==> src/hdl/cu_cfg.svh <==
/*
 * Configuration macros for the edge data path
 *   Buffer depth and almost-full margin
 *   Vertex-data memory geometry
 *   APB register map and unit identifier
 */
`ifndef CU_CFG_SVH
`define CU_CFG_SVH

// Depth of every FIFO in the path
`define CU_EDGE_BUFFER_DEPTH 16
// Free slots left once almost-full rises
`define CU_ALFULL_MARGIN 4

// Vertex memory word-address width, 256 words
`define CU_MEM_AW 8
// Bytes per vertex data word
`define CU_DATA_SIZE_READ 4

// APB register map
`define CU_APB_CTRL 12'h000
`define CU_APB_BASE 12'h004
`define CU_APB_COUNT 12'h008
`define CU_APB_MEM_WIN 12'h400

`define CU_ID_VALUE 3

`endif

==> src/hdl/cu_pkg.sv <==
/*
 * Shared types of the edge data path
 *   Edge job, read command and edge data words
 *   Read command encoding and buffer status
 *   Control word union and APB request bundle
 */
package cu_pkg;

	////////////////////////////////////////////////////////////////////////////
	// Data path words
	////////////////////////////////////////////////////////////////////////////

	// One edge job from upstream
	typedef struct packed {
		logic        valid;
		logic [15:0] edge_id;
		logic [15:0] dest;
	} edge_job_t;

	// Cached or non-allocating read
	typedef enum logic [1:0] {
		READ_CL_S,
		READ_CL_NA
	} read_cmd_e;

	// Read command towards graph data memory
	typedef struct packed {
		logic        valid;
		logic [31:0] address;
		logic [3:0]  cacheline_offset;
		logic [3:0]  cu_id;
		logic [2:0]  abt;
		read_cmd_e   command;
		// Requesting vertex, comes back as the response tag
		logic [15:0] dest;
	} read_command_t;

	// Memory response and buffered output share one layout
	typedef struct packed {
		logic        valid;
		logic [15:0] dest;
		logic [31:0] data;
	} edge_data_t;

	typedef struct packed {
		logic valid;
		logic empty;
		logic alfull;
		logic full;
	} buffer_status_t;

	////////////////////////////////////////////////////////////////////////////
	// Control and bus
	////////////////////////////////////////////////////////////////////////////

	// Field view of the control word, bit 0 at the bottom
	typedef struct packed {
		logic [26:0] reserved;
		logic        cache_hint;
		logic [2:0]  abt;
		logic        enable;
	} cu_ctrl_fields_t;

	// Raw APB word or decoded fields
	typedef union packed {
		logic [31:0]     raw;
		cu_ctrl_fields_t fields;
	} cu_ctrl_u;

	typedef struct packed {
		logic        psel;
		logic        penable;
		logic        pwrite;
		logic [11:0] paddr;
		logic [31:0] pwdata;
	} apb_req_t;

endpackage

==> src/hdl/cu_edge_data_control.sv <==
/*
 * Edge data control
 *   Edge job buffer fed from the upstream handshake
 *   Read command generation, base + dest * word size
 *   Command buffer towards memory, data buffer towards consumer
 */
`timescale 1ns/1ps
`include "cu_cfg.svh"

module cu_edge_data_control #(
	parameter int CU_ID = 1
) (
	input  logic                  clock,
	input  logic                  rstn,
	input  cu_pkg::cu_ctrl_u      ctrl,
	input  logic [31:0]           base_address,
	input  cu_pkg::edge_job_t     edge_job,
	output logic                  edge_request,
	output cu_pkg::read_command_t read_command,
	output logic                  cmd_issued,
	input  cu_pkg::edge_data_t    read_response,
	input  logic                  edge_data_request,
	output cu_pkg::edge_data_t    edge_data
);

	localparam int WORD_SHIFT = $clog2(`CU_DATA_SIZE_READ);

	// Latched input job and buffer heads
	cu_pkg::edge_job_t      job_in;
	cu_pkg::edge_job_t      job_head;
	cu_pkg::read_command_t  cmd_next;

	cu_pkg::buffer_status_t job_status;
	cu_pkg::buffer_status_t cmd_status;
	cu_pkg::buffer_status_t data_status;

	logic job_pop;
	logic cmd_pop;
	logic data_pop;

	////////////////////////////////////////////////////////////////////////////
	// Edge job buffer
	////////////////////////////////////////////////////////////////////////////

	// Margin absorbs jobs still in flight from the source
	assign edge_request = ctrl.fields.enable && !job_status.alfull;

	always_ff @(posedge clock or negedge rstn) begin
		if (!rstn) begin
			job_in <= '0;
		end else begin
			job_in <= edge_job;
		end
	end

	// Stall while the command buffer nears full
	assign job_pop = !job_status.empty && !cmd_status.alfull;

	fifo #(
		.WIDTH($bits(cu_pkg::edge_job_t)),
		.DEPTH(`CU_EDGE_BUFFER_DEPTH)
	) i_job_buffer (
		.clock   (clock),
		.rstn    (rstn),
		.push    (job_in.valid),
		.data_in (job_in),
		.pop     (job_pop),
		.data_out(job_head),
		.status  (job_status)
	);

	////////////////////////////////////////////////////////////////////////////
	// Read command generation
	////////////////////////////////////////////////////////////////////////////

	always_ff @(posedge clock or negedge rstn) begin
		if (!rstn) begin
			cmd_next <= '0;
		end else begin
			cmd_next <= '0;
			if (job_head.valid) begin
				cmd_next.valid            <= 1'b1;
				// Byte address of the destination vertex word
				cmd_next.address          <= base_address +
					(32'(job_head.dest) << WORD_SHIFT);
				cmd_next.cacheline_offset <= job_head.dest[3:0];
				cmd_next.cu_id            <= 4'(CU_ID);
				cmd_next.abt              <= ctrl.fields.abt;
				cmd_next.dest             <= job_head.dest;
				// Hint selects a cached read
				if (ctrl.fields.cache_hint) begin
					cmd_next.command <= cu_pkg::READ_CL_S;
				end else begin
					cmd_next.command <= cu_pkg::READ_CL_NA;
				end
			end
		end
	end

	////////////////////////////////////////////////////////////////////////////
	// Command buffer
	////////////////////////////////////////////////////////////////////////////

	// Hold back while responses could overrun the data buffer
	assign cmd_pop = !cmd_status.empty && !data_status.alfull;

	fifo #(
		.WIDTH($bits(cu_pkg::read_command_t)),
		.DEPTH(`CU_EDGE_BUFFER_DEPTH)
	) i_cmd_buffer (
		.clock   (clock),
		.rstn    (rstn),
		.push    (cmd_next.valid),
		.data_in (cmd_next),
		.pop     (cmd_pop),
		.data_out(read_command),
		.status  (cmd_status)
	);

	// One pulse per command sent to memory
	assign cmd_issued = read_command.valid;

	////////////////////////////////////////////////////////////////////////////
	// Edge data buffer
	////////////////////////////////////////////////////////////////////////////

	assign data_pop = edge_data_request && !data_status.empty;

	fifo #(
		.WIDTH($bits(cu_pkg::edge_data_t)),
		.DEPTH(`CU_EDGE_BUFFER_DEPTH)
	) i_data_buffer (
		.clock   (clock),
		.rstn    (rstn),
		.push    (read_response.valid),
		.data_in (read_response),
		.pop     (data_pop),
		.data_out(edge_data),
		.status  (data_status)
	);

endmodule

==> src/hdl/fifo.sv <==
/*
 * Synchronous FIFO
 *   Circular storage with read and write pointers
 *   Registered pop output, cleared when idle
 *   Full, almost-full, empty and valid status
 */
`timescale 1ns/1ps
`include "cu_cfg.svh"

module fifo #(
	parameter int WIDTH = 32,
	parameter int DEPTH = `CU_EDGE_BUFFER_DEPTH
) (
	input  logic                   clock,
	input  logic                   rstn,
	input  logic                   push,
	input  logic [WIDTH-1:0]       data_in,
	input  logic                   pop,
	output logic [WIDTH-1:0]       data_out,
	output cu_pkg::buffer_status_t status
);

	localparam int PW = (DEPTH > 1) ? $clog2(DEPTH) : 1;
	localparam int CW = $clog2(DEPTH + 1);

	logic [WIDTH-1:0] mem [DEPTH];
	logic [PW-1:0]    wr_ptr;
	logic [PW-1:0]    rd_ptr;
	logic [CW-1:0]    count;
	logic             do_push;
	logic             do_pop;
	logic             pop_valid;

	// Overflow and underflow guarded here
	assign do_push = push && (count != CW'(DEPTH));
	assign do_pop  = pop && (count != '0);

	always_ff @(posedge clock) begin
		if (do_push) begin
			mem[wr_ptr] <= data_in;
		end
	end

	// Pointers wrap at DEPTH
	always_ff @(posedge clock or negedge rstn) begin
		if (!rstn) begin
			wr_ptr    <= '0;
			rd_ptr    <= '0;
			count     <= '0;
			pop_valid <= 1'b0;
			data_out  <= '0;
		end else begin
			pop_valid <= do_pop;
			// Head word shows for one cycle only
			data_out  <= do_pop ? mem[rd_ptr] : '0;
			if (do_push) begin
				wr_ptr <= (wr_ptr == PW'(DEPTH - 1)) ? '0 : wr_ptr + 1'b1;
			end
			if (do_pop) begin
				rd_ptr <= (rd_ptr == PW'(DEPTH - 1)) ? '0 : rd_ptr + 1'b1;
			end
			case ({do_push, do_pop})
				2'b10:   count <= count + 1'b1;
				2'b01:   count <= count - 1'b1;
				default: count <= count;
			endcase
		end
	end

	assign status.valid  = pop_valid;
	assign status.empty  = (count == '0);
	assign status.full   = (count == CW'(DEPTH));
	assign status.alfull = (count >= CW'(DEPTH - `CU_ALFULL_MARGIN));

endmodule

==> config.mk <==
export PLATFORM = sky130hd
export DESIGN_NAME = cu_edge_data_control
export DESIGN_NICKNAME = d
export VERILOG_FILES = /design/src/hdl/cu_pkg.sv /design/src/hdl/cu_edge_data_control.sv /design/src/hdl/fifo.sv
export VERILOG_INCLUDE_DIRS = /design/src /design/src/hdl
export SDC_FILE = /design/constraint.sdc
export NUM_CORES = 2
export LEC_CHECK = 0
export BUFFER_PORTS_ARGS = -buffer_cell sky130_fd_sc_hd__buf_2
export CAP_MARGIN = 20
export CORE_MARGIN = 2
export CORE_UTILIZATION = 35
export DETAILED_ROUTE_END_ITERATION = 10
export REMOVE_ABC_BUFFERS = 1
export SYNTH_ARGS = -nofsm -noshare
export SYNTH_HDL_FRONTEND = slang
export SYNTH_SLANG_ARGS = --single-unit
==> constraint.sdc <==
create_clock -name clock -period 7.4 [get_ports clock]
set_input_delay 0.74 -clock clock [delete_from_list [all_inputs] [get_ports clock]]
set_output_delay 0.74 -clock clock [all_outputs]
set_load 0.005 [all_outputs]
==> flow_summary.toml <==
[run_status]
outcome = "finished, final reports clean"

[setup_path]
worstSetupEndpoint = "i_job_buffer.count[4]"
worstReg2RegStart = "i_job_buffer.count[1]"
critPathArrivalTime_ns = 4.22
critPathCaptureType = "flip-flop"
path_class = "flip-flop to flip-flop"
cp_max_fo = 21
reg2reg_to = "i_job_buffer.count[4]"
worstSetupStartpointType = "flip-flop"
crit_path_start = "i_job_buffer.count[1]"
crit_required_ns = 8.14
rr_worst_depth = 14
reg2reg_slack_ns = 3.92

[power]
vdd_drop_max_v = 0.0002595
pwr-share-comb_pct = 23.4
pwr-share-seq_pct = 45.4
p_leak_nw = 30.81
p_sw_share_pct = 28.04
internal_power_mw = 25.06
p_clk_share_pct = 31.2
switchingPower_mw = 9.764
powerDensity_nw_per_um2 = 371.9

[layout]
syn2layout_area_growth_pct = 15.14
design_area_um2 = 93650
fill_cells = 19944
final_nets = 4074
layout-drive-gt1-share_pct = 30.41

[global_routing]
gr-total-overflow = 0
grt_pass1_vias = 38584
grt_util_all_layers_pct = 15.63
antenna_found_initial = 33
grt_first_pass_wirelength_um = 269800
grt_max_degree = 157

[synth]
synth-seq-cells = 2132
async_flop_share_pct = 10.69
avgSynthCellArea_um2 = 23.00
yosysWarnings = 0
ys_seq_area_share_pct = 77.31
synth.cell_area_um2 = 81340
synth_flop_cell = "edfxtp_1"
synth_edf_count = 1904
yosysMostFrequentCell = "edfxtp_1"
synth_area_leaders = "edfxtp_1 (70%), mux4_2 (15%), dfrtp_1 (7.0%)"
synth_top_area_share_pct = 70.30
yosys.area.top_type = "edfxtp_1"
postSynthCellCount = 3536
ys_types = 58
yosys-top-cells-count = "edfxtp_1 (1,904), mux4_2 (555), dfrtp_1 (228)"

[clock_tree]
cts_setup_buffers = 0
clkTransAtPathRegs_ns = 0.06
cts.root.buffer_cell = "clkbuf_16"
cts-resized-gates = 0
cts_sinks = 2132
clock_latency_ns = 0.88
h-tree-depth = 4
numCtsBuffers = 213
cts_tree = "yes"
cts_buffer_depth = 3

[hold_path]
hold_class = "input pin to flip-flop"
min_path_cells = 1

[sta]
holdWs_ns = 0.07299
maxSlewViolCount = 0
worst_clock_skew_ns = 0.1087
finalSetupViolCount = 0
max_slew.worst_pin.slew_ns = 1.117
slew_headroom_pct = 25.53
rsz0062_at_grt = "no"
worst_slack_ns = 3.917
min_period_over_period_pct = 47.06
clock.fmax_ghz = 0.2871
tns_ns = 0
layout_min_cycle_time_ns = 3.483
final_hold_viol_count = 0

[placed_design]
dpl_cell_area_um2 = 86250
gp_congestion = 0.7791
dp_hpwl_um = 93310
portBuffers = 214
place_worst_setup_slack_ns = 3.587

[routing]
ant_nets = 0
vias = 37067
drt-total-wl_um = 185700
dr.first_iter.drc_count = 3284
wl_per_cell_um = 26.10
post_drt_via_cell_ratio = 5.210
drc = 0
firstDrtPassIters = 7

[floorplanning]
core-area_um2 = 230600
dieArea_um2 = 236300
start_util_pct = 35.28
fp.dieW_um = 486.1
rows = 176
ioPinCount = 262
die_h_um = 486.1

[run]
cap_violations = 0
[power groups by stage]
stage / Sequential (mW) / Clock [mW] / Combinational [mW]
6_report: 15.8 / 10.9 / 8.16
5_1_grt: 16.0 / 11.6 / 8.80
4_1_cts: 15.9 / 11.1 / 8.29
3_5_place_dp: 16.1 / 0 / 8.26
3_3_place_gp: 16.1 / 0 / 8.21
2_1_floorplan: 16.4 / 0 / 6.35
[sequential cells by signal, summed over array words and instances, names as in the netlist, 5 cells and up]
register,flops
cmd_next,53
i_job_buffer.mem,272
i_data_buffer.count,5
i_data_buffer.mem,784
job_in,17
i_data_buffer.data_out,49
i_cmd_buffer.count,5
i_job_buffer.data_out,17
i_cmd_buffer.data_out,53
i_job_buffer.count,5
i_cmd_buffer.mem,848
[layout make-up]
class	count	area (µm²)	area share, %
inverter	27	101.3	0.1082
timing repair buffer	313	2002	2.138
sequential	2132	62920	67.18
clock inverter	102	1291	1.379
tap	3026	3786	4.043
multi-input combinational	1194	17620	18.82
clock buffer	306	5892	6.291
antenna	15	37.54	0.04008
[cell families (layout without fill, tap and decap cells)]
family / after synthesis / after routing / share of synthesized area (%)
multiplexers: 609 / 609 / 16.84
AO/OA/AOI/OAI: 127 / 127 / 0.9676
buffers and inverters: 213 / 748 / 1.378
adder cells (fa/ha/maj): 44 / 44 / 0.6953
other: 1 / 19 / 0.004611
AND/OR/NAND/NOR: 374 / 374 / 2.418
flip-flops: 2132 / 2132 / 77.31
XOR/XNOR: 36 / 36 / 0.3877
[critical path: stages, from the launching register on]
cell	delay (ns)
dfrtp_1	0.45
nor4_1	0.42
buf_2	0.24
a221o_1	0.15
buf_4	0.25
inv_1	0.16
ha_1	0.35
xor2_1	0.19
ha_1	0.23
o21a_1	0.17
o22a_1	0.20
a21oi_1	0.18
xor2_1	0.17
nor2_1	0.07
xnor2_1	0.13
[how the worst min path moves through the flow]
| stage | from | to | slack (ns) |
|---|---|---|---|
| 6_report | edge_job[7] | job_in[7] | 0.07 |
| 5_1_grt | edge_job[3] | job_in[3] | 0.04 |
| 4_1_cts | edge_job[7] | job_in[7] | 0.01 |
| 3_5_place_dp | i_data_buffer.count[0] | i_data_buffer.count[0] | 0.52 |
| 3_3_place_gp | i_data_buffer.count[0] | i_data_buffer.count[0] | 0.51 |
| 2_1_floorplan | rstn | cmd_next[0] | 0.44 |
[cell usage in the layout, fill, tap and decap left out, types with 42 or more instances in the layout]
master	count
buf_4	76
clkbuf_16	215
clkbuf_1	74
buf_2	214
dfrtp_1	217
edfxtp_1	1904
ha_1	42
mux4_2	555
and2_1	124
nand2_1	67
[what timing repair did]
action                     CTS  global route
hold endpoints to repair    58             0
setup endpoints to repair    0             0
hold buffers                11             0
[stage by stage]
| step | power [mW] | util, % | std cells |
|---|---|---|---|
| finish | 34.82 | 40.62 | 7115 |
| global route | 36.36 | 40.61 | 7104 |
| CTS | 35.30 | 40.57 | 7097 |
| detailed placement | 24.40 | 37.41 | 6678 |
| global placement | 24.29 | 37.39 | 6675 |
| floorplan | 22.74 | - | 3353 |
[routing by layer]
metal  GRT usage (%)  up-vias  wire length (µm)
li1                -    15468                 -
met1           21.52    20076             77530
met2           26.05     1235             92640
met3           2.649      268             12110
met4           3.513       20              3310
met5               0        -               123
Power figures use the tool's default switching activity.
