## src/hdl/cu_cfg.svh

```systemverilog
/*
 * Configuration macros for the edge data path
 *   Buffer depth and almost-full margin
 *   Vertex-data memory geometry
 *   APB register map and unit identifier
 */
`ifndef CU_CFG_SVH
`define CU_CFG_SVH

// Depth of every FIFO in the path
`define CU_EDGE_BUFFER_DEPTH 16
// Free slots left once almost-full rises
`define CU_ALFULL_MARGIN 4

// Vertex memory word-address width, 256 words
`define CU_MEM_AW 8
// Bytes per vertex data word
`define CU_DATA_SIZE_READ 4

// APB register map
`define CU_APB_CTRL 12'h000
`define CU_APB_BASE 12'h004
`define CU_APB_COUNT 12'h008
`define CU_APB_MEM_WIN 12'h400

`define CU_ID_VALUE 3

`endif

```

## src/hdl/cu_pkg.sv

```systemverilog
/*
 * Shared types of the edge data path
 *   Edge job, read command and edge data words
 *   Read command encoding and buffer status
 *   Control word union and APB request bundle
 */
package cu_pkg;

	////////////////////////////////////////////////////////////////////////////
	// Data path words
	////////////////////////////////////////////////////////////////////////////

	// One edge job from upstream
	typedef struct packed {
		logic        valid;
		logic [15:0] edge_id;
		logic [15:0] dest;
	} edge_job_t;

	// Cached or non-allocating read
	typedef enum logic [1:0] {
		READ_CL_S,
		READ_CL_NA
	} read_cmd_e;

	// Read command towards graph data memory
	typedef struct packed {
		logic        valid;
		logic [31:0] address;
		logic [3:0]  cacheline_offset;
		logic [3:0]  cu_id;
		logic [2:0]  abt;
		read_cmd_e   command;
		// Requesting vertex, comes back as the response tag
		logic [15:0] dest;
	} read_command_t;

	// Memory response and buffered output share one layout
	typedef struct packed {
		logic        valid;
		logic [15:0] dest;
		logic [31:0] data;
	} edge_data_t;

	typedef struct packed {
		logic valid;
		logic empty;
		logic alfull;
		logic full;
	} buffer_status_t;

	////////////////////////////////////////////////////////////////////////////
	// Control and bus
	////////////////////////////////////////////////////////////////////////////

	// Field view of the control word, bit 0 at the bottom
	typedef struct packed {
		logic [26:0] reserved;
		logic        cache_hint;
		logic [2:0]  abt;
		logic        enable;
	} cu_ctrl_fields_t;

	// Raw APB word or decoded fields
	typedef union packed {
		logic [31:0]     raw;
		cu_ctrl_fields_t fields;
	} cu_ctrl_u;

	typedef struct packed {
		logic        psel;
		logic        penable;
		logic        pwrite;
		logic [11:0] paddr;
		logic [31:0] pwdata;
	} apb_req_t;

endpackage

```

## src/hdl/cu_apb_regs.sv

```systemverilog
/*
 * APB register file
 *   Control word, vertex base address, issued-command count
 *   Write window into the vertex-data memory
 */
`timescale 1ns/1ps
`include "cu_cfg.svh"

module cu_apb_regs (
	input  logic                  clock,
	input  logic                  rstn,
	input  cu_pkg::apb_req_t      apb,
	output logic [31:0]           prdata,
	input  logic                  cmd_issued,
	output cu_pkg::cu_ctrl_u      ctrl,
	output logic [31:0]           base_address,
	output logic                  mem_write_en,
	output logic [`CU_MEM_AW-1:0] mem_write_addr,
	output logic [31:0]           mem_write_data
);

	localparam int WIN_BYTES  = `CU_DATA_SIZE_READ << `CU_MEM_AW;
	localparam int WORD_SHIFT = $clog2(`CU_DATA_SIZE_READ);

	logic             wr_access;
	logic             rd_access;
	logic             win_hit;
	logic             ctrl_wr;
	logic [11:0]      win_offset;
	cu_pkg::cu_ctrl_u wr_ctrl;
	logic [31:0]      cmd_count;

	// Access phase completes every transfer
	assign wr_access = apb.psel && apb.penable && apb.pwrite;
	assign rd_access = apb.psel && apb.penable && !apb.pwrite;

	assign win_hit = (int'(apb.paddr) >= `CU_APB_MEM_WIN) &&
		(int'(apb.paddr) < `CU_APB_MEM_WIN + WIN_BYTES);
	assign win_offset = apb.paddr - `CU_APB_MEM_WIN;

	// Incoming word seen as control fields
	assign wr_ctrl.raw = apb.pwdata;
	assign ctrl_wr     = wr_access && (apb.paddr == `CU_APB_CTRL);

	////////////////////////////////////////////////////////////////////////////
	// Registers
	////////////////////////////////////////////////////////////////////////////

	always_ff @(posedge clock or negedge rstn) begin
		if (!rstn) begin
			ctrl         <= '0;
			base_address <= '0;
		end else begin
			if (ctrl_wr) begin
				ctrl <= wr_ctrl;
			end
			if (wr_access && (apb.paddr == `CU_APB_BASE)) begin
				base_address <= apb.pwdata;
			end
		end
	end

	// Cleared by writing enable low
	always_ff @(posedge clock or negedge rstn) begin
		if (!rstn) begin
			cmd_count <= '0;
		end else if (ctrl_wr && !wr_ctrl.fields.enable) begin
			cmd_count <= '0;
		end else if (cmd_issued) begin
			cmd_count <= cmd_count + 1'b1;
		end
	end

	// Memory window writes land at the access edge
	assign mem_write_en   = wr_access && win_hit;
	assign mem_write_addr = win_offset[WORD_SHIFT +: `CU_MEM_AW];
	assign mem_write_data = apb.pwdata;

	////////////////////////////////////////////////////////////////////////////
	// Read mux
	////////////////////////////////////////////////////////////////////////////

	always_comb begin
		prdata = '0;
		if (rd_access) begin
			case (apb.paddr)
				`CU_APB_CTRL:  prdata = ctrl.raw;
				`CU_APB_BASE:  prdata = base_address;
				`CU_APB_COUNT: prdata = cmd_count;
				default:       prdata = '0;
			endcase
		end
	end

endmodule

```

## config.mk

```make
export PLATFORM = sky130hd
export DESIGN_NAME = cu_apb_regs
export DESIGN_NICKNAME = d
export VERILOG_FILES = /design/src/hdl/cu_pkg.sv /design/src/hdl/cu_apb_regs.sv
export VERILOG_INCLUDE_DIRS = /design/src /design/src/hdl
export SDC_FILE = /design/constraint.sdc
export NUM_CORES = 1
export LEC_CHECK = 0
export BUFFER_PORTS_ARGS = -buffer_cell sky130_fd_sc_hd__buf_4
export CAP_MARGIN = 10
export CORE_MARGIN = 2
export CORE_UTILIZATION = 51
export CTS_CLUSTER_DIAMETER = 40
export DETAILED_ROUTE_END_ITERATION = 16
export GPL_TIMING_DRIVEN = 0
export HOLD_SLACK_MARGIN = 0.06
export PLACE_DENSITY = 0.77
export SYNTH_ARGS = -nofsm -noshare
export SYNTH_HDL_FRONTEND = slang
export SYNTH_SLANG_ARGS = --single-unit
```

## constraint.sdc

```tcl
create_clock -name clock -period 4.25 [get_ports clock]
set_input_delay 1.275 -clock clock [delete_from_list [all_inputs] [get_ports clock]]
set_output_delay 1.275 -clock clock [all_outputs]
set_load 0.03 [all_outputs]
```

==> results by stage, run 1 <==
Worst setup path:
- STA classifies the critical path startpoint as a primary input.
- In this design, the stage delay of the slowest critical-path cell is 420 ps.
- The critical path's most frequent cell is nor2_1.
- Data arrives at the worst endpoint at 2800 ps.
- The critical setup path kind is primary input to output port.
- The launching element of the worst setup path is apb[34].
- Along the worst path, the maximum fanout reaches 10.
- The cell with the biggest individual delay on the critical path is clkbuf_2.
- Walking the worst path, the cells encountered are clkbuf_1, clkbuf_2, mux2i_1, nor2_1, a21oi_1, nor2_1, buf_4.
- The cell class contributing the biggest share of worst-path delay is buffers and inverters.
- The number of buffers and inverters on the critical path is 3.
- The nature of the critical path endpoint is an output port.
- The critical path required time is 2970 ps.
- The critical register-to-register path startpoint is cmd_count[0]$_DFFE_PN0P_.

Logic synthesis:
- The netlist uses 36 different library cells.
- The fraction of the yosys area taken by sequential cells is 0.453.
- The synthesized design contains 96 register bits.
- The dominant synthesized flop cell is dfrtp_1.
- The number of nets in the synthesized netlist is 541.
- The share of synthesized area in the top cell type comes to 0.453.
- For this run, asynchronously set or reset flops after synthesis account for 1.00.
- The synthesized netlist occupies a cell area of 5310 sq um.
- Yosys mapped a number of flops with a built-in enable equal to 0.
- Yosys printed 0 warnings.
- After synthesis, the cell types taking the most area are dfrtp_1 (45%), mux2_1 (16%), buf_4 (6.2%), nor2_1 (4.0%), a22oi_1 (3.1%).
- The top cell type by total area after synthesis is dfrtp_1.
- The average size of a mapped cell is 10.8 sq um.
- The cell count after synthesis came out at 490.

Final layout:
- After filler insertion, the fill cell instance count of the layout stands at 748.
- The fraction of final layout cells sized beyond drive strength 1 is 0.410.
- The number of antenna diodes in the final layout is 0.
- Relative to the synthesized area, the layout overhead comes to 34.8%.
- The number of nets in the final layout is 736.

Worst hold path:
- In this run the most critical hold path is launched from ctrl[19]$_DFFE_PN0P_.
- The type of the most critical hold path is flop to flop.

Floorplanning:
- The die footprint is 11200 sq um.
- The number of cell rows is 37.
- 187 I/O pins were placed.
- From left edge to right edge, the die measures 106 um.
- The initial utilization of the core area, before any placement, comes to 0.519.
- The placeable core region is 10200 sq um.
- The overall die height is 106 um.

Drt:
- The iteration-0 DRC count of the detailed router is 225.
- Using the TritonRoute via totals, the vias-per-cell ratio works out to 5.40.
- Summed over all layers, the routed wires come to 13.6 mm.
- The total vias in the final route is 4461.
- After detailed routing, the number of remaining DRC violations is 0.
- The average wire length per cell after detail routing is 16.5 um.
- The first-pass detailed-route iteration total is 4.
- The count of antenna-violating nets left after detailed routing is 0.

Timing:
- Setup repair after global routing left no endpoint under its margin.
- The slew at the pin closest to its max-slew limit is 636 ps.
- The worst setup skew after layout is 11.1 ps.
- The worst hold slack after final layout is 520 ps.
- The worst slew margin relative to its limit is 0.574.
- The top achievable clock speed is 245 MHz.
- The max-slew violation count was 0.
- In the finished design, the share of the clock period the worst path needs comes to 0.959.
- Setup violations remaining at the end of the flow were counted as 0.
- The final count of hold timing violations came to 0.
- The final critical path time including I/O delays and setup is 4080 ps.

Place:
- Routability-driven placement finished with a final weighted congestion of 0.800.
- The number of buffers inserted by port buffering is 184.
- The HPWL after detailed placement is 9.95 mm.

Power:
- For this design the ratio of total power to cell area is 277 nW/um^2.
- The design draws 1.98 mW.
- Across the VDD grid, the largest voltage drop is 0.168 mV.
- The leakage power total is 3.64 nW.

CTS:
- TritonCTS created 9 clock buffers.
- The number of H-tree branching levels is 3.
- TritonCTS built the clock tree.
- The clock passes through at most 2 buffers.
- For this design, the sink count on the clock tree is 96.
- The clock transition time at the flip-flop clock pins of the worst setup and hold paths is 100 ps.
- The root buffer cell chosen for the clock tree is clkbuf_8.
- Clock latency on the worst-skew pair, taken at its later pin, is 380 ps.

Status:
- The flow ran to the end, and the final reports show no timing, DRC or antenna violations.

Global route:
- Entering global routing, the biggest net connects 97 pins.
- Summed over all layers, the global routing overflow is 0.
- The via count of the first global-routing pass is 4438.
- The first-pass GRT wire length is 22.0 mm.
- In the global route stage, overall resource usage came out at 0.245.
- The initial antenna violation count was 0.

Flow run:
- The max-capacitance violation count is 0.
[worst paths after layout]
check / endpoint / slack [ps] / depth (start not counted)
max in group asynchronous: base_address[16]$_DFFE_PN0P_ / 2800 / 2
min reg2reg: ctrl[19]$_DFFE_PN0P_ / 520 / 1
max: prdata[15] / 170 / 7
min: ctrl[19]$_DFFE_PN0P_ / 520 / 1
max reg2reg: cmd_count[28]$_DFFE_PN0P_ / 2020 / 6
min in group asynchronous: base_address[25]$_DFFE_PN0P_ / 790 / 1
[sequential cells by signal (all words and copies together) (netlist names)]
| name | flops |
|---|---|
| base_address | 32 |
| cmd_count | 32 |
| ctrl | 32 |
[placed cells by master (no fill, tap or decap), types with 11 or more instances in the layout]
master,instances
a21oi_1,24
a22oi_1,22
buf_4,229
dfrtp_1,96
mux2_1,76
mux2i_1,15
nand3_1,13
nor2_1,57
or4_1,11
[cells by family after synthesis]
logic type | Yosys count | share of synthesized area
AO/OA/AOI/OAI | 68 | 0.0807
XOR/XNOR | 13 | 0.0215
adder cells (fa/ha/maj) | 1 | 0.00236
buffers and inverters | 77 | 0.0922
flip-flops | 96 | 0.453
multiplexers | 101 | 0.211
AND/OR/NAND/NOR | 134 | 0.140
[layer usage]
layer,GRT usage,wire length (um),vias up
met2,0.401,6520,165
met3,0.0576,958,14
met1,0.332,5960,2163
li1,-,-,2119
met4,0.0611,178,0
met5,0,0,-
[stage by stage]
stage               instances  TNS (ps)  instance area, sq um   util  worst slack, ps
floorplan                 490         0                  5310      -             73.9
global placement          810     -5900                  6860  0.670             -230
detailed placement        810     -7320                  6860  0.670             -276
CTS                       827         0                  7120  0.696             11.4
global route              826         0                  7150  0.699             44.4
finish                    826         0                  7150  0.699              173
[power breakdown]
group | switching, mW | leakage (nW) | internal, mW
logic | 0.156 | 2.20 | 0.134
registers | 0.0541 | 1.33 | 0.946
clock network | 0.338 | 0.117 | 0.351
total | 0.549 | 3.64 | 1.43
[worst reg2reg max path, stage by stage (launching register included)]
cell and delay [ps]:
dfrtp_1 450, ha_1 280, and4_1 340, nand3_1 220
clkbuf_1 280, nor4_1 380, mux2i_1 220
[final cells by class]
type | instances | area (sq um) | area share
buffer | 71 | 484 | 0.0677
sequential | 96 | 2400 | 0.336
inverter | 4 | 15.0 | 0.00210
clock inverter | 6 | 91.3 | 0.0128
timing repair buffer | 186 | 1420 | 0.198
tap | 136 | 170 | 0.0238
multi-input combinational | 317 | 2440 | 0.341
clock buffer | 10 | 138 | 0.0192
[repair_timing]
action | in CTS | in global routing
setup endpoints to repair | 32 | 32
resized for setup | 10 | 6
endpoints found under the hold margin | 0 | 0
pin swaps | 1 | 0
hold buffers | 0 | 0
buffers inserted | 1 | 0
[cells in the mapped netlist (9+ instances only)]
cell type  instances
buf_2             10
dfrtp_1           96
nand2_1            9
a22oi_1           22
mux2_1            76
nand4_1           10
xor2_1            10
clkbuf_1          14
or4_1             11
o21ai_0            9
o31ai_1           10
nand3_1           13
a21oi_1           24
mux2_2            10
mux2i_1           15
buf_4             44
nor2_1            57
Note: power is estimated with default switching activity, not from simulation.
==> run 2: changes to the inputs <==
ABC_AREA = 1   (was unset)
PLACE_DENSITY = 0.76   (was 0.77)
==> run 2 against run 1 <==
Clock skew increased by 2.8 ps. First-iteration DRC count increased to 3.0 times the previous value. Combinational power increased by 14%. Synthesized cell count increased by 64%. Final cell count increased by 39%. Setup slack got worse by 65 ps. Sequential share of layout area decreased by 1.6 points. Clock-buffer cell count increased by 1. Total power increased by 2.6%. Via count increased by 35%. Register-to-register slack improved by 340 ps. Critical path type unchanged. Critical endpoint is now prdata[22]. Largest cell class unchanged.
==> results by stage, run 2 <==
Logic synthesis:
- The share of synthesized cell area in full adder, half adder and majority cells is 0.00220 (was 0.00236).
- The top cell type by total area after synthesis is dfrtp_1 (unchanged).
- The post-synthesis simple-gate area fraction is 0.331 (was 0.140).
- The number of warnings printed during yosys synthesis is 0 (unchanged).
- The flop and latch count out of synthesis is 96 (unchanged).
- The dominant synthesized flop cell is dfrtp_1 (unchanged).
- The fraction of the yosys area taken by sequential cells is 0.423 (was 0.453).
- The async set-reset flop share out of synthesis is 1.00 (unchanged).
- The number of different library cells in the post-synthesis netlist is 30 (was 36).
- The net count of the mapped netlist is 853 (was 541).
- The synthesized instance count is 802 (was 490).
- The area fraction of the dominant cell type after synthesis is 0.423 (was 0.453).
- The share of the synthesized netlist area taken by xor and xnor gates is 0.00462 (was 0.0215).
- The mux share of post-synthesis cell area is 0 (was 0.211).
- The combinational family with the most area after synthesis is simple AND/OR/NAND/NOR gates (was multiplexers).
- Most frequent cells after synthesis: nand2_1 (197), nand3_1 (104), dfrtp_1 (96), inv_1 (95), nor2_1 (90) (was dfrtp_1 (96), mux2_1 (76), nor2_1 (57), buf_4 (44), a21oi_1 (24)).
- The share of the synthesized area in compound gates (AO/OA/AOI/OAI) is 0.0916 (was 0.0807).
- Leading cell types by total area after synthesis: dfrtp_1 (42%), nand2_1 (13%), nand3_1 (9.2%), inv_1 (6.3%), buf_4 (6.1%) (was dfrtp_1 (45%), mux2_1 (16%), buf_4 (6.2%), nor2_1 (4.0%), a22oi_1 (3.1%)).
- The average size of a mapped cell is 7.08 sq um (was 10.8 sq um).
- The combined area of all synthesized cells came to 5680 sq um (was 5310 sq um).
- The number of enable flip-flop cells after synthesis is 0 (unchanged).
- The most frequent cell after synthesis is nand2_1 (was dfrtp_1).

Flow run:
- The max-capacitance violation count came to 0 (unchanged).

CTS:
- The TritonCTS clock tree is built (unchanged).
- The sink count of the clock tree was 96 (unchanged).
- The deepest clock path buffer count is 2 (unchanged).
- The post-CTS setup buffer count is 0 (was 1).
- The clock root buffer is clkbuf_8 (unchanged).
- The number of buffers inserted during clock tree synthesis is 9 (unchanged).
- The clock transition time at the flip-flop clock pins of the worst setup and hold paths is 90 ps (was 100 ps).
- The quantity of gates resized following cts was 0 (was 10).
- The count of hold buffers inserted by post-cts repair came to 0 (unchanged).
- The number of H-tree branching levels came to 3 (unchanged).
- The insertion delay to the later sink of the worst-skew pair is 380 ps (about the same).

Floorplanning:
- The starting density of the core is 0.524 (was 0.519).
- The overall die height was 110 um (was 106 um).
- The number of top-level pins is 187 (unchanged).
- The placeable core region is 10800 sq um (was 10200 sq um).
- The die footprint is 12000 sq um (was 11200 sq um).
- The die boundary width is 110 um (was 106 um).
- The number of cell rows is 38 (was 37).

Drt:
- The total routed wirelength is 18.8 mm (was 13.6 mm).
- The total vias in the final route is 6039 (was 4461).
- The count of antenna-violating nets left after detailed routing came to 0 (unchanged).
- The post-detailed-route DRC marker count is 0 (unchanged).
- The ratio of routed vias to standard cells is 5.27 (was 5.40).
- The average wire length per cell after detail routing is 16.5 um (about the same).
- The iteration-0 DRC count of the detailed router is 681 (was 225).
- The first-pass detailed-route iteration total came to 5 (was 4).

Global route:
- The first-pass GRT wire length was 29.7 mm (was 22.0 mm).
- The global-route usage over all layers is 0.327 (was 0.245).
- The sum of overflow across all layers after global routing is 0 (unchanged).
- The via count of the first global-routing pass was 5691 (was 4438).
- The met1 track utilization from global routing was 0.438 (was 0.332).
- The initial antenna violation count is 0 (unchanged).
- The met3 track demand over resource came to 0.0682 (was 0.0576).
- The global-route track usage on met2 came to 0.522 (was 0.401).
- The most congested layer reported by global routing is met2 (unchanged).
- The maximum number of pins on one net before global-route repair is 97 (unchanged).

Final layout:
- The utilization after layout is 0.694 (was 0.699).
- Registers with the highest flip-flop counts: base_address x32, cmd_count x32, ctrl x32 (unchanged).
- The layout-stage area growth over the synthesis result was 32.3% (was 34.8%).
- The area occupied by registers is 2400 sq um (unchanged).
- The leading cell type in the layout, fill and taps excluded was buf_4 (unchanged).
- Most frequent cells in the layout: buf_4 (232), nand2_1 (197), nand3_1 (104) (was buf_4 (229), dfrtp_1 (96), mux2_1 (76)).
- The fill cell instance count of the final layout is 954 (was 748).
- The antenna diode count is 0 (unchanged).
- The fraction of final layout cells sized beyond drive strength 1 was 0.287 (was 0.410).
- The area of combinational cells with multiple inputs came to 2440 sq um (about the same).
- The final instance area is 7520 sq um (was 7150 sq um).
- The number of nets in the final layout came to 1051 (was 736).

Worst setup path:
- The data arrival at the endpoint of the critical path is 2870 ps (was 2800 ps).
- The critical path required time came to 2970 ps (about the same).
- The critical setup path kind was primary input to output port (unchanged).
- The startpoint kind of the worst setup timing path is a primary input (unchanged).
- The nature of the critical path endpoint is an output port (unchanged).
- The worst reg-to-reg setup slack is 2360 ps (was 2020 ps).
- The largest fanout on the critical path is 10 (unchanged).

Timing:
- RSZ-0062 raised after global routing: no (unchanged).
- The final count of hold timing violations is 0 (unchanged).
- The part of the cycle the worst path needs is 0.975 (was 0.959).
- The max-slew violation count is 0 (unchanged).
- The top achievable clock speed is 241 MHz (was 245 MHz).
- The final setup slack of the worst path is 108 ps (was 173 ps).
- The worst setup skew after layout came to 13.9 ps (was 11.1 ps).
- The setup violation total in the final timing report is 0 (unchanged).
- The slew at the pin closest to its max-slew limit is 548 ps (was 636 ps).
- The worst slew margin relative to its limit was 0.634 (was 0.574).
- The post-route setup TNS was 0 ps (unchanged).
- The final critical path time including I/O delays and setup is 4140 ps (was 4080 ps).

Place:
- The number of buffers inserted by port buffering is 186 (was 184).
- The minimum setup slack after placement is 20.8 ps (was -276 ps).
- The post-detailed-placement half-perimeter wirelength is 14.0 mm (was 9.95 mm).
- The placer congestion estimate is 0.909 (was 0.800).
- The post-detailed-placement cell area is 7250 sq um (was 6860 sq um).

Worst hold path:
- The type of the most critical hold path was flop to flop (unchanged).

Power:
- The leakage power total is 3.99 nW (was 3.64 nW).
- The highest ir drop seen on vdd is 0.235 mV (was 0.168 mV).
- The power density relative to cell area is 270 nW/um^2 (was 277 nW/um^2).

Status:
- Outcome: finished clean (unchanged).
==> run 2: cell count changes in the layout (fill, tap and decap cells not counted), moves of 15 or more <==
cell     before  now
a22oi_1      22    1
inv_1         4   95
mux2_1       76    0
mux2i_1      15    0
nand2_1       9  197
nand3_1      13  104
nor2_1       57   89
o21ai_0       9   25
o21ai_1       0   39
==> run 2: per-layer routing <==
metal	up-vias	routed length [um]
met2	293	8790
li1	2906	-
met4	0	570
met5	-	0
met3	44	1570
met1	2796	7920
==> run 2: report_power, final <==
part	leakage, nW	internal [mW]	switching (mW)
logic	2.59	0.133	0.198
registers	1.29	0.951	0.0504
clock network	0.115	0.353	0.345
==> run 2: worst paths after layout <==
| kind | to | start | depth (start not counted) |
|---|---|---|---|
| setup / recovery | prdata[22] | apb[33] | 10 |
| hold reg to reg | ctrl[22]$_DFFE_PN0P_ | ctrl[22]$_DFFE_PN0P_ | 2 |
| min in group asynchronous | cmd_count[3]$_DFFE_PN0P_ | rstn | 1 |
| setup reg to reg | cmd_count[24]$_DFFE_PN0P_ | cmd_count[0]$_DFFE_PN0P_ | 8 |
| hold / removal | ctrl[22]$_DFFE_PN0P_ | ctrl[22]$_DFFE_PN0P_ | 2 |
| max in group asynchronous | base_address[18]$_DFFE_PN0P_ | rstn | 2 |
==> run 2: cell families after synthesis <==
| family | Yosys count |
|---|---|
| XOR/XNOR | 3 |
| buffers and inverters | 171 |
| adder cells (fa/ha/maj) | 1 |
| AND/OR/NAND/NOR | 428 |
| flip-flops | 96 |
| AO/OA/AOI/OAI | 103 |
==> run 2: critical path, stage by stage <==
cell and delay [ps]:
buf_4 100, nor2_1 150, nand2_1 130, nor2_2 190
nand2_1 120, inv_2 80, buf_2 280, nand2_1 90
a21oi_1 240, buf_4 200
==> run 2: stage by stage <==
| step | hold WS, ps | power [mW] | instances |
|---|---|---|---|
| floorplan | 522 | 1.21 | 802 |
| global placement | 494 | 1.34 | 1128 |
| detailed placement | 504 | 1.34 | 1128 |
| CTS | 527 | 2.03 | 1144 |
| global route | 548 | 2.11 | 1145 |
| finish | 524 | 2.03 | 1145 |
==> run 2: area by class of cell <==
class                      count  area share
sequential                    96       0.319
clock inverter                 5      0.0115
timing repair buffer         187       0.189
tap                          140      0.0233
buffer                        75      0.0646
inverter                      96      0.0479
multi-input combinational    535       0.325
clock buffer                  11      0.0188
